### src/hw/mipsAluPkg.sv
package mipsAluPkg;

    // Datapath and register file geometry
    localparam int DataWidth    = 32;
    localparam int RegAddrWidth = 5;
    localparam int NumRegs      = 32;
    localparam int OpWidth      = 6;                         // Opcode and funct width
    localparam int ImmWidth     = 16;                        // I-type immediate field

    // Primary opcodes
    localparam logic [OpWidth-1:0] OpRType = 6'b000000;
    localparam logic [OpWidth-1:0] OpAddi  = 6'b001000;
    localparam logic [OpWidth-1:0] OpSlti  = 6'b001010;
    localparam logic [OpWidth-1:0] OpAndi  = 6'b001100;
    localparam logic [OpWidth-1:0] OpOri   = 6'b001101;
    localparam logic [OpWidth-1:0] OpXori  = 6'b001110;

    // R-type funct field values
    localparam logic [OpWidth-1:0] FnAdd  = 6'b100000;
    localparam logic [OpWidth-1:0] FnAddu = 6'b100001;
    localparam logic [OpWidth-1:0] FnSub  = 6'b100010;
    localparam logic [OpWidth-1:0] FnSubu = 6'b100011;
    localparam logic [OpWidth-1:0] FnAnd  = 6'b100100;
    localparam logic [OpWidth-1:0] FnOr   = 6'b100101;
    localparam logic [OpWidth-1:0] FnXor  = 6'b100110;
    localparam logic [OpWidth-1:0] FnNor  = 6'b100111;
    localparam logic [OpWidth-1:0] FnSlt  = 6'b101010;

    // Operation class from the main decoder
    typedef enum logic [1:0] {
        ClassAdd   = 2'b00,                                  // Always add
        ClassSub   = 2'b01,                                  // Always subtract
        ClassFunct = 2'b10,                                  // Look at funct
        ClassImm   = 2'b11                                   // Look at opcode
    } aluOpClass_e;

    // ALU control codes
    typedef enum logic [3:0] {
        CtrlAnd     = 4'b0000,
        CtrlOr      = 4'b0001,
        CtrlAdd     = 4'b0010,
        CtrlSub     = 4'b0110,
        CtrlSlt     = 4'b0111,
        CtrlNor     = 4'b1100,
        CtrlXor     = 4'b1101,
        CtrlInvalid = 4'b1111                                // Unsupported instruction
    } aluCtrl_e;

    // Fields pulled out of one instruction
    typedef struct packed {
        logic [OpWidth-1:0]      opcode;
        logic [OpWidth-1:0]      funct;
        logic [RegAddrWidth-1:0] srcA;                       // rs
        logic [RegAddrWidth-1:0] srcB;                       // rt
        logic [RegAddrWidth-1:0] destReg;
        logic                    useImm;                     // Operand B from immediate
        logic [DataWidth-1:0]    immValue;                   // Already extended
        aluOpClass_e             opClass;
    } decodedInstr_t;

    // Write-back entry
    typedef struct packed {
        logic [RegAddrWidth-1:0] destReg;
        logic [DataWidth-1:0]    data;
    } execResult_t;

endpackage

### src/hw/mainDecoder.sv
`timescale 1ns/1ps

module mainDecoder
(
    input  logic [mipsAluPkg::DataWidth-1:0] instr,
    output mipsAluPkg::decodedInstr_t        decoded
);

    logic [mipsAluPkg::OpWidth-1:0]      opcode;
    logic [mipsAluPkg::OpWidth-1:0]      funct;
    logic [mipsAluPkg::RegAddrWidth-1:0] rs;
    logic [mipsAluPkg::RegAddrWidth-1:0] rt;
    logic [mipsAluPkg::RegAddrWidth-1:0] rd;
    logic [mipsAluPkg::ImmWidth-1:0]     imm;
    logic [mipsAluPkg::DataWidth-1:0]    immSigned;
    logic [mipsAluPkg::DataWidth-1:0]    immZero;

    // Fixed MIPS field positions
    assign opcode = instr[31:26];
    assign rs     = instr[25:21];
    assign rt     = instr[20:16];
    assign rd     = instr[15:11];
    assign funct  = instr[5:0];
    assign imm    = instr[15:0];

    assign immSigned = {{(mipsAluPkg::DataWidth - mipsAluPkg::ImmWidth){imm[15]}}, imm};
    assign immZero   = {{(mipsAluPkg::DataWidth - mipsAluPkg::ImmWidth){1'b0}}, imm};

    always_comb
    begin
        decoded.opcode = opcode;
        decoded.funct  = funct;
        decoded.srcA   = rs;
        decoded.srcB   = rt;

        // I-type defaults, logical immediates zero-extend
        decoded.destReg  = rt;
        decoded.useImm   = 1'b1;
        decoded.immValue = immZero;
        decoded.opClass  = mipsAluPkg::ClassImm;

        case (opcode)
            mipsAluPkg::OpRType:
            begin
                decoded.destReg = rd;                        // R-type writes rd
                decoded.useImm  = 1'b0;
                decoded.opClass = mipsAluPkg::ClassFunct;
            end
            mipsAluPkg::OpAddi:
            begin
                decoded.immValue = immSigned;
                decoded.opClass  = mipsAluPkg::ClassAdd;     // No need to look further
            end
            mipsAluPkg::OpSlti:
            begin
                decoded.immValue = immSigned;                // Signed compare
            end
            default:
            begin
                // ANDI, ORI, XORI and anything unknown keep the defaults;
                // aluControl decides whether the opcode is legal
                decoded.immValue = immZero;
            end
        endcase
    end

endmodule

### src/hw/aluControl.sv
`timescale 1ns/1ps

module aluControl
(
    input  mipsAluPkg::aluOpClass_e        opClass,
    input  logic [mipsAluPkg::OpWidth-1:0] funct,
    input  logic [mipsAluPkg::OpWidth-1:0] opcode,
    output mipsAluPkg::aluCtrl_e           aluCtrl
);

    always_comb
    begin
        aluCtrl = mipsAluPkg::CtrlInvalid;                   // Anything unlisted

        case (opClass)
            mipsAluPkg::ClassAdd:
            begin
                aluCtrl = mipsAluPkg::CtrlAdd;
            end
            mipsAluPkg::ClassSub:
            begin
                aluCtrl = mipsAluPkg::CtrlSub;
            end
            mipsAluPkg::ClassFunct:
            begin
                case (funct)
                    mipsAluPkg::FnAdd:  aluCtrl = mipsAluPkg::CtrlAdd;
                    mipsAluPkg::FnAddu: aluCtrl = mipsAluPkg::CtrlAdd;  // No overflow trap
                    mipsAluPkg::FnSub:  aluCtrl = mipsAluPkg::CtrlSub;
                    mipsAluPkg::FnSubu: aluCtrl = mipsAluPkg::CtrlSub;
                    mipsAluPkg::FnAnd:  aluCtrl = mipsAluPkg::CtrlAnd;
                    mipsAluPkg::FnOr:   aluCtrl = mipsAluPkg::CtrlOr;
                    mipsAluPkg::FnNor:  aluCtrl = mipsAluPkg::CtrlNor;
                    mipsAluPkg::FnXor:  aluCtrl = mipsAluPkg::CtrlXor;
                    mipsAluPkg::FnSlt:  aluCtrl = mipsAluPkg::CtrlSlt;
                    default:            aluCtrl = mipsAluPkg::CtrlInvalid;
                endcase
            end
            mipsAluPkg::ClassImm:
            begin
                case (opcode)
                    mipsAluPkg::OpSlti: aluCtrl = mipsAluPkg::CtrlSlt;
                    mipsAluPkg::OpAndi: aluCtrl = mipsAluPkg::CtrlAnd;
                    mipsAluPkg::OpOri:  aluCtrl = mipsAluPkg::CtrlOr;
                    mipsAluPkg::OpXori: aluCtrl = mipsAluPkg::CtrlXor;
                    default:            aluCtrl = mipsAluPkg::CtrlInvalid;
                endcase
            end
            default:
            begin
                aluCtrl = mipsAluPkg::CtrlInvalid;
            end
        endcase
    end

endmodule

### src/hw/alu.sv
`timescale 1ns/1ps

module alu
(
    input  mipsAluPkg::aluCtrl_e             aluCtrl,
    input  logic [mipsAluPkg::DataWidth-1:0] opA,
    input  logic [mipsAluPkg::DataWidth-1:0] opB,
    output logic [mipsAluPkg::DataWidth-1:0] aluOut,
    output logic                             ctrlInvalid
);

    logic [mipsAluPkg::DataWidth-1:0] sum;
    logic [mipsAluPkg::DataWidth-1:0] diff;
    logic                             lessThan;

    assign sum      = opA + opB;                             // Wraps, no carry out
    assign diff     = opA - opB;
    assign lessThan = $signed(opA) < $signed(opB);

    always_comb
    begin
        aluOut      = '0;
        ctrlInvalid = 1'b0;

        case (aluCtrl)
            mipsAluPkg::CtrlAnd:
            begin
                aluOut = opA & opB;
            end
            mipsAluPkg::CtrlOr:
            begin
                aluOut = opA | opB;
            end
            mipsAluPkg::CtrlAdd:
            begin
                aluOut = sum;
            end
            mipsAluPkg::CtrlSub:
            begin
                aluOut = diff;
            end
            mipsAluPkg::CtrlSlt:
            begin
                aluOut = {{(mipsAluPkg::DataWidth-1){1'b0}}, lessThan};
            end
            mipsAluPkg::CtrlNor:
            begin
                aluOut = ~(opA | opB);
            end
            mipsAluPkg::CtrlXor:
            begin
                aluOut = opA ^ opB;
            end
            default:
            begin
                ctrlInvalid = 1'b1;                          // CtrlInvalid or unknown code
            end
        endcase
    end

endmodule

### src/hw/registerFile.sv
`timescale 1ns/1ps

module registerFile
(
    input  logic                                clk,
    input  logic                                rst,
    input  logic [mipsAluPkg::RegAddrWidth-1:0] rdAddrA,
    input  logic [mipsAluPkg::RegAddrWidth-1:0] rdAddrB,
    output logic [mipsAluPkg::DataWidth-1:0]    rdDataA,
    output logic [mipsAluPkg::DataWidth-1:0]    rdDataB,
    input  logic                                wrEn,
    input  mipsAluPkg::execResult_t             wrEntry
);

    logic [mipsAluPkg::DataWidth-1:0] regs [mipsAluPkg::NumRegs];
    logic                             wrActive;

    assign wrActive = wrEn && (wrEntry.destReg != '0);       // r0 never written

    // Pending write is seen by a read in the same cycle
    function automatic logic [mipsAluPkg::DataWidth-1:0] readPort
    (
        input logic [mipsAluPkg::RegAddrWidth-1:0] addr
    );
        logic [mipsAluPkg::DataWidth-1:0] value;
        if (addr == '0)
            value = '0;
        else if (wrActive && (wrEntry.destReg == addr))
            value = wrEntry.data;                            // Write-through
        else
            value = regs[addr];
        return value;
    endfunction

    always_comb
    begin
        rdDataA = readPort(rdAddrA);
        rdDataB = readPort(rdAddrB);
    end

    always_ff @(posedge clk)
    begin
        if (rst)
        begin
            for (int i = 0; i < mipsAluPkg::NumRegs; i++)
            begin
                regs[i] <= '0;
            end
        end
        else if (wrActive)
        begin
            regs[wrEntry.destReg] <= wrEntry.data;
        end
    end

endmodule

### src/hw/executeUnit.sv
`timescale 1ns/1ps

module executeUnit
(
    input  logic                             clk,
    input  logic                             rst,
    input  logic                             instrValid,  // One-cycle strobe
    input  logic [mipsAluPkg::DataWidth-1:0] instr,
    output logic                             resultValid, // Pulse, also the write enable
    output mipsAluPkg::execResult_t          result,
    output logic                             illegalInstr
);

    mipsAluPkg::decodedInstr_t        decoded;
    mipsAluPkg::aluCtrl_e             aluCtrl;
    logic [mipsAluPkg::DataWidth-1:0] rdDataA;
    logic [mipsAluPkg::DataWidth-1:0] rdDataB;
    logic [mipsAluPkg::DataWidth-1:0] opB;
    logic [mipsAluPkg::DataWidth-1:0] aluOut;
    logic                             ctrlInvalid;

    mainDecoder mainDecoder0
    (
        .instr   (instr),
        .decoded (decoded)
    );

    registerFile registerFile0
    (
        .clk     (clk),
        .rst     (rst),
        .rdAddrA (decoded.srcA),
        .rdAddrB (decoded.srcB),
        .rdDataA (rdDataA),
        .rdDataB (rdDataB),
        .wrEn    (resultValid),                              // Write-back of last result
        .wrEntry (result)
    );

    aluControl aluControl0
    (
        .opClass (decoded.opClass),
        .funct   (decoded.funct),
        .opcode  (decoded.opcode),
        .aluCtrl (aluCtrl)
    );

    assign opB = decoded.useImm ? decoded.immValue : rdDataB;

    alu alu0
    (
        .aluCtrl     (aluCtrl),
        .opA         (rdDataA),
        .opB         (opB),
        .aluOut      (aluOut),
        .ctrlInvalid (ctrlInvalid)
    );

    always_ff @(posedge clk)
    begin
        if (rst)
        begin
            resultValid  <= 1'b0;
            illegalInstr <= 1'b0;
            result       <= '0;
        end
        else
        begin
            resultValid  <= instrValid && !ctrlInvalid;
            illegalInstr <= instrValid && ctrlInvalid;       // Nothing written
            if (instrValid && !ctrlInvalid)
            begin
                result.destReg <= decoded.destReg;
                result.data    <= aluOut;
            end
        end
    end

endmodule

### config.mk
export PLATFORM = sky130hd
export DESIGN_NAME = executeUnit
export DESIGN_NICKNAME = d
export VERILOG_FILES = /design/src/hw/mipsAluPkg.sv /design/src/hw/mainDecoder.sv /design/src/hw/aluControl.sv /design/src/hw/alu.sv /design/src/hw/registerFile.sv /design/src/hw/executeUnit.sv
export SDC_FILE = /design/constraint.sdc
export NUM_CORES = 2
export LEC_CHECK = 0
export BUFFER_PORTS_ARGS = -buffer_cell sky130_fd_sc_hd__buf_2
export CORE_AREA = 2 2 381 289
export CTS_CLUSTER_DIAMETER = 50
export DETAILED_ROUTE_END_ITERATION = 8
export DIE_AREA = 0 0 383 291
export PLACE_DENSITY = 0.77
export SYNTH_ARGS = -nofsm -noshare
export SYNTH_HDL_FRONTEND = slang
export SYNTH_SLANG_ARGS = --single-unit
### constraint.sdc
create_clock -name clk -period 6 [get_ports clk]
set_input_delay 0.3 -clock clk [delete_from_list [all_inputs] [get_ports clk]]
set_output_delay 0.3 -clock clk [all_outputs]
set_load 0.02 [all_outputs]
Yosys cells after proc, flatten, opt, wreduce, memory -nomap -nowiden

Memories as Yosys holds them, arrays and structs flattened.
Cells that the tools add are included.

$add $sub $neg: 2
Multiply operators: 0
Div/mod/pow operators: 0
Magnitude comparators: 1
Eq/ne operators: 25
Shift operators: 0
Multiplexer cells: 21
Bitwise operators: 4
Reduce and logical (&&, ||, !) cells: 16

Operators with widths:

| operator             | count |
|---|---|
| $mux W32             | 7 |
| $pmux W32 S7         | 1 |
| $eq A6 B6 Y1 const B | 9 |
| $add A32 B32 Y32     | 1 |
| $and A32 B32 Y32     | 1 |
| $lt A32 B32 Y1       | 1 |
| $not A32 Y32         | 1 |
| $or A32 B32 Y32      | 1 |
| $pmux W4 S4          | 2 |
| $reduce_or A32 Y1    | 1 |
| $sub A32 B32 Y32     | 1 |
| $xor A32 B32 Y32     | 1 |
| $eq A6 B4 Y1 const B | 5 |
| $pmux W4 S7          | 1 |
| $eq A5 B5 Y1         | 2 |
| $logic_not A5 Y1     | 2 |
| $eq A4 B3 Y1 const B | 2 |
| $eq A4 B4 Y1 const B | 2 |
| $mux W1              | 7 |
| $reduce_or A7 Y1     | 1 |
| $logic_not A6 Y1     | 1 |
| $mux W6              | 1 |
| $reduce_or A2 Y1     | 3 |
| $logic_and A1 B1 Y1  | 5 |
| 9 further kinds      | 10 |

Register bits after elaboration: 39
Latch bits: 0
Memory bits (writable): 1024
Bits in read-only memories: 0
Bits of input ports: 35
Output and inout bits: 39
Logic and storage cells: 74
Memories: 1

Memories:

| name               | words | width | rd ports | clocked after Yosys merged registers in | write ports | RTL line           | text |
|---|---|---|---|---|---|---|---|
| registerFile0.regs | 32    | 32    | 2        | 0                                       | 32          | registerFile.sv:15 | `logic [mipsAluPkg::DataWidth-1:0] regs [mipsAluPkg::NumRegs];` |

Logic depth before layout (Yosys ltp)

Word-level depth: 9
Depth in mapped cells: 27
Depth with buffers taken out: 23

Hierarchy

Synthesis repeated with hierarchy kept, for this count alone.

Cell total of the unflattened synthesis: 5012
Area total of the unflattened synthesis: 63886.3 µm²

Modules (own cells, without submodules):

| module       | instances | cells each | area each (µm²) | seq. area each (µm²) |
|---|---|---|---|---|
| registerFile | 1         | 3918       | 55723.4         | 30749.5 |
| alu          | 1         | 798        | 5167.5          | 0.0 |
| executeUnit  | 1         | 210        | 2313.5          | 780.7 |
| mainDecoder  | 1         | 64         | 531.8           | 0.0 |
| aluControl   | 1         | 22         | 150.1           | 0.0 |

Worst setup path before layout

No wires, ideal clock.

Path type: input port to flip-flop
From: input instr[16] (netlist name)
To: register result[30] (netlist name)
Library setup time: 62 ps
Data arrival time: 5642 ps
Data required time: 5938 ps
Slack: 296 ps
Cell stages on the path: 24
Path buffers: 4
Path through: buf_2 > buf_2 > buf_1 > buf_2 > mux4_2 > mux4_2 > mux2i_1 > nand2_1 > o21ai_0 > o21ai_0 > ha_1 > inv_1 > fa_1 > nor2b_1 > o21ai_1 > a21oi_1 > o41a_1 > a21o_1 > o21ai_1 > o21ai_0 > a221o_1 > a31oi_1 > or4b_1 > nand3_1

Cells in the longest elaborated chain, start to end: 8
Elaborated cells between the ends (all ways): 14
Those cells by class: add/sub (2); eq/ne (1); mux (4); bitwise (4); reduce/logical (2); memory (1)

Ends and longest elaborated chain:

| item                                                     | RTL line           | text |
|---|---|---|
| start, declared                                          | executeUnit.sv:8   | `input logic [mipsAluPkg::DataWidth-1:0] instr,` |
| branches (longest 3 deep; another with $mem_v2 Z32 W32)  | -                  |  |
| $mux W32 *                                               | registerFile.sv:26 | `if (addr == '0)` |
| $mux W32 *                                               | executeUnit.sv:48  | `assign opB = decoded.useImm ? decoded.immValue : rdDataB;` |
| branches (longest 2 deep; another with $sub A32 B32 Y32) | -                  |  |
| $pmux W32 S7 *                                           | alu.sv:25          | `case (aluCtrl)` |
| end, declared                                            | executeUnit.sv:10  | `output mipsAluPkg::execResult_t result,` |

Every way passes the cells marked *.
A chain may end at the register's enable or synchronous reset.

Worst setup path in the final report

From: register result[33] (netlist name)
To: register result[26] (netlist name)

Cells in the longest elaborated chain, start to end: 9
Elaborated cells between the ends (all ways): 18
Those cells by class: add/sub (2); eq/ne (2); mux (6); bitwise (4); reduce/logical (4)

Ends and longest elaborated chain:

| item                                                     | RTL line |
|---|---|
| branches (longest 8 deep; another with $sub A32 B32 Y32) | - |
| $pmux W32 S7 *                                           | alu.sv:25 |

Marks and branches as above.

==> impl_summary.md <==
Status
The run finished, with violations left. The final reports fail on max-capacitance violations, max-slew violations.

Setup path
The critical path contains buffers and inverters numbering 3 combined. The highest net fanout along the worst path is 30. The logic depth of the worst path, buffers included is 20. The cell type of the slowest stage on the worst timing path is or4_2. STA classifies the critical path startpoint as a register. Data on the critical path is required at its endpoint by 6.59 ns. In this design, the largest share of critical-path delay is due to compound AO/OA/AOI/OAI gates. The register-to-register path setup slack is 0.33 ns. The arrival time reported for the critical path endpoint is 6.27 ns.

Traced cell by cell, the critical path runs through or2_2, o21ai_2, or4_2, buf_4, o21ai_0, nor2_1, ha_1, a21oi_1, o21bai_1, a21oi_1, o31ai_1, buf_4, nand3b_1, o21ai_1, o21ai_0, buf_4, a2111o_1, o21ba_1, a31oi_1, a311oi_1. The startpoint of the worst register-to-register path is result[33]. On the worst path, the slowest cell contributes a delay of 0.69 ns. The critical path capture point type is a register.

The worst register-to-register path ends at result[26]. The critical path starts at result[33]. The worst register-to-register path has a depth of 20.

The critical path's most frequent cell is buf_4. The critical path is of the register to register type.

Layout
In the final layout, the multi-input gates occupy 29010 µm². Summing all flip-flop and latch instances after layout gives 31530 µm². Of the cells placed in the final design, the portion with a size suffix greater than 1 is 0.2738. The total number of nets in the final design is 4709. The final non-filler cell total is 6129. The number of fillers in the final layout is 7563. The synthesis-to-finish area growth is 12.19%.

Logic synthesis
The synthesized area is 62010 µm². The most repeated cell in the gate-level netlist after synthesis is edfxtp_1. The number of distinct standard cells referenced by the synthesized netlist is 97.

Ranked by instance count, the synthesized netlist is headed by edfxtp_1, and2_1, mux4_2. Of the synthesized area, sequential elements account for 0.5085. The mean area per synthesized cell is 13.75 µm². The commonest register cell after synthesis is edfxtp_1.

In the synthesized netlist, the number of instances is 4511. Sorting the synthesized cells by area gives the leading types as edfxtp_1, mux4_2, and2_1. During synthesis, Yosys emitted a total of 0 warnings. Synthesis inferred 1063 register bits. The cell taking the most area after synthesis is edfxtp_1. The fraction of registers with async set or reset after synthesis is 0. Of the post-synthesis cell area, the dominant cell type holds 0.4959. In this run, synthesis inferred 1024 flip-flops with an integrated enable.

CTS
The root buffer cell chosen for the clock tree is clkbuf_16. Once the clock tree was built, the setup fixing pass inserted 0 buffers. TritonCTS built the clock tree. After clock tree synthesis, the clock-pin slew on the worst setup and hold paths is 0.07 ns. The total number of clock tree sinks is 1063.

The maximum number of buffers from clock root to sink is 3. The later pin in the worst-skew pair is clocked with a latency of 0.76 ns. The number of CTS-inserted buffers is 109. In this run the number of H-tree levels came out at 3.

The quantity of gates resized following cts is 0.

Global route
The number of antenna violations at the first check in global routing was 15. Across every metal layer, demand over resource in global routing totals 0.3981. The wire length of the first global-routing pass is 313700 µm. The via count of the first global-routing pass is 43501. Entering global routing, the biggest net connects 107 pins. The overflow left after global routing is 0.

Die
The die width is 383 µm. The row count is 105. The core area is 108100 µm². The height of the die is 291 µm.

The initial utilization of the core area, before any placement, comes to 0.5735. The overall die area is 111500 µm². The I/O pin count is 74.

Timing
The highest attainable clock frequency is 0.1763 GHz. Clock skew on the completed layout was measured at 0.03627 ns. The final-report max-slew violation count is 19. Setup slack on the critical path of the routed design comes to 0.3285 ns.

The final count of hold timing violations is 0. The final-report setup violation count is 0. On the final layout, the worst hold slack is 0.05229 ns. The final setup TNS is 0 ns. The post-route clock period utilization is 0.9453. Setup repair after global routing left no endpoint under its margin. The remaining max-slew budget at the tightest pin is -0.003870. The transition at the pin with the smallest max-transition slack is 1.500 ns. The worst path in the final design needs a cycle of 5.672 ns, including I/O delays and setup.

Power
In this run the static leakage power is 25.45 nW. Power spread over the standard cell area amounts to 265.6 nW/µm². The maximum vdd ir drop is 0.2749 mV.

Placed design
The final HPWL from detailed placement is 134500 µm. The number of I/O port buffers is 73. The last weighted congestion value of the routability-driven placer is 1.018.

The number of cells after detailed placement is 5902. OpenSTA, run right after detailed placement, puts the worst setup slack at 0.1819 ns.

Routing
The number of vias after detailed routing is 44858. In this run the remaining antenna-violating nets after routing total 0. The final layout contains routed wiring with a total length of 221400 µm. The wire length per cell after detailed routing is 36.13 µm.

The remaining design rule violation count is 0. Using the TritonRoute via totals, the vias-per-cell ratio works out to 7.319. Before antenna repair, the detailed router went through 9 iterations.

The starting DRC count in detailed routing is 8008.

Min path
The instance count along the most critical hold path is 3. The endpoint of the worst hold path is result[35]. The worst hold path begins at instr[19].

The worst hold path class is input port to register.

Flow run
The total of max-cap violations is 1.
## cell type report
cell class,count,area share
Antenna cell,21,0.0007553
Multi-Input combinational cell,2915,0.4170
Clock inverter,72,0.01167
Inverter,103,0.005557
Sequential cell,1063,0.4532
Tap cell,1444,0.02597
Clock buffer,128,0.04054
Timing Repair Buffer,383,0.04530
## metal layers
layer	track usage	routed length [µm]	part of all wire
met1	0.5359	75160	0.34
met2	0.5593	93080	0.42
met3	0.1494	37970	0.17
met4	0.2230	15140	0.068
met5	0	86	0.00039
## worst max path at each step
stage | to | slack, ns
2_1_floorplan | result[30] | 0.30
3_3_place_gp | result[26] | 0.26
3_5_place_dp | result[26] | 0.18
4_1_cts | result[26] | 0.53
5_1_grt | result[27] | 0.12
6_report | result[26] | 0.33
## report_power, final
part | switching [mW] | internal, mW | total (mW)
combinational | 1.67 | 1.16 | 2.83
sequential | 0.172 | 8.38 | 8.55
clock | 3.14 | 3.95 | 7.10
## metrics by stage
stage | cell area [µm²] | power, mW | util
2_1_floorplan | 62130 | 10.32 | -
3_3_place_gp | 65830 | 11.36 | 0.6088
3_5_place_dp | 65830 | 11.40 | 0.6088
4_1_cts | 69520 | 18.32 | 0.6430
5_1_grt | 69520 | 18.81 | 0.6430
6_report | 69570 | 18.48 | 0.6435
## flip-flops by register name, summed over array words and instances (netlist names)
signal              count
registerFile0.regs   1024
result                 37
illegalInstr            1
resultValid             1
## cells by family after synthesis
family                   count (synthesis)  synth area share
AO/OA/AOI/OAI                          550           0.05946
other                                    1        0.00006047
flip-flops                            1063            0.5085
multiplexers                           696            0.2350
buffers and inverters                  564           0.03553
XOR/XNOR                                16          0.002260
AND/OR/NAND/NOR                       1522            0.1390
adder cells (fa/ha/maj)                 99           0.02022
## tightest hold or removal path: cells and delay by family
| family | cells | cell delay [ns] |
|---|---|---|
| buffers and inverters | 1 | 0.23 |
| and+or+nand+nor | 1 | 0.10 |
| AOI/OAI and AO/OA | 1 | 0.08 |
## what timing repair did
| action | 4_1_cts | 5_1_grt |
|---|---|---|
| hold endpoints to repair | 7 | 0 |
| hold buffers | 6 | 0 |
| setup endpoints to repair | 0 | 0 |
## cells in the final DEF (no fill, tap or decap), drive strengths merged, types with 17 or more instances in the layout
| cell | instances |
|---|---|
| conb | 32 |
| a221oi | 17 |
| clkbuf | 128 |
| diode | 21 |
| and2 | 967 |
| nor3 | 55 |
| mux2i | 80 |
| o21bai | 23 |
| a311oi | 35 |
| clkinv | 38 |
| a211oi | 41 |
| o21a | 22 |
| o21ai | 156 |
| inv | 114 |
| nand3 | 28 |
| a21oi | 112 |
| nor2 | 190 |
| a21o | 19 |
| mux4 | 607 |
| or2 | 25 |
| nand2 | 166 |
| nor2b | 27 |
| a31oi | 17 |
| dfxtp | 39 |
| buf | 377 |
| edfxtp | 1024 |
| ha | 97 |
Power figures use the tool's default switching activity.
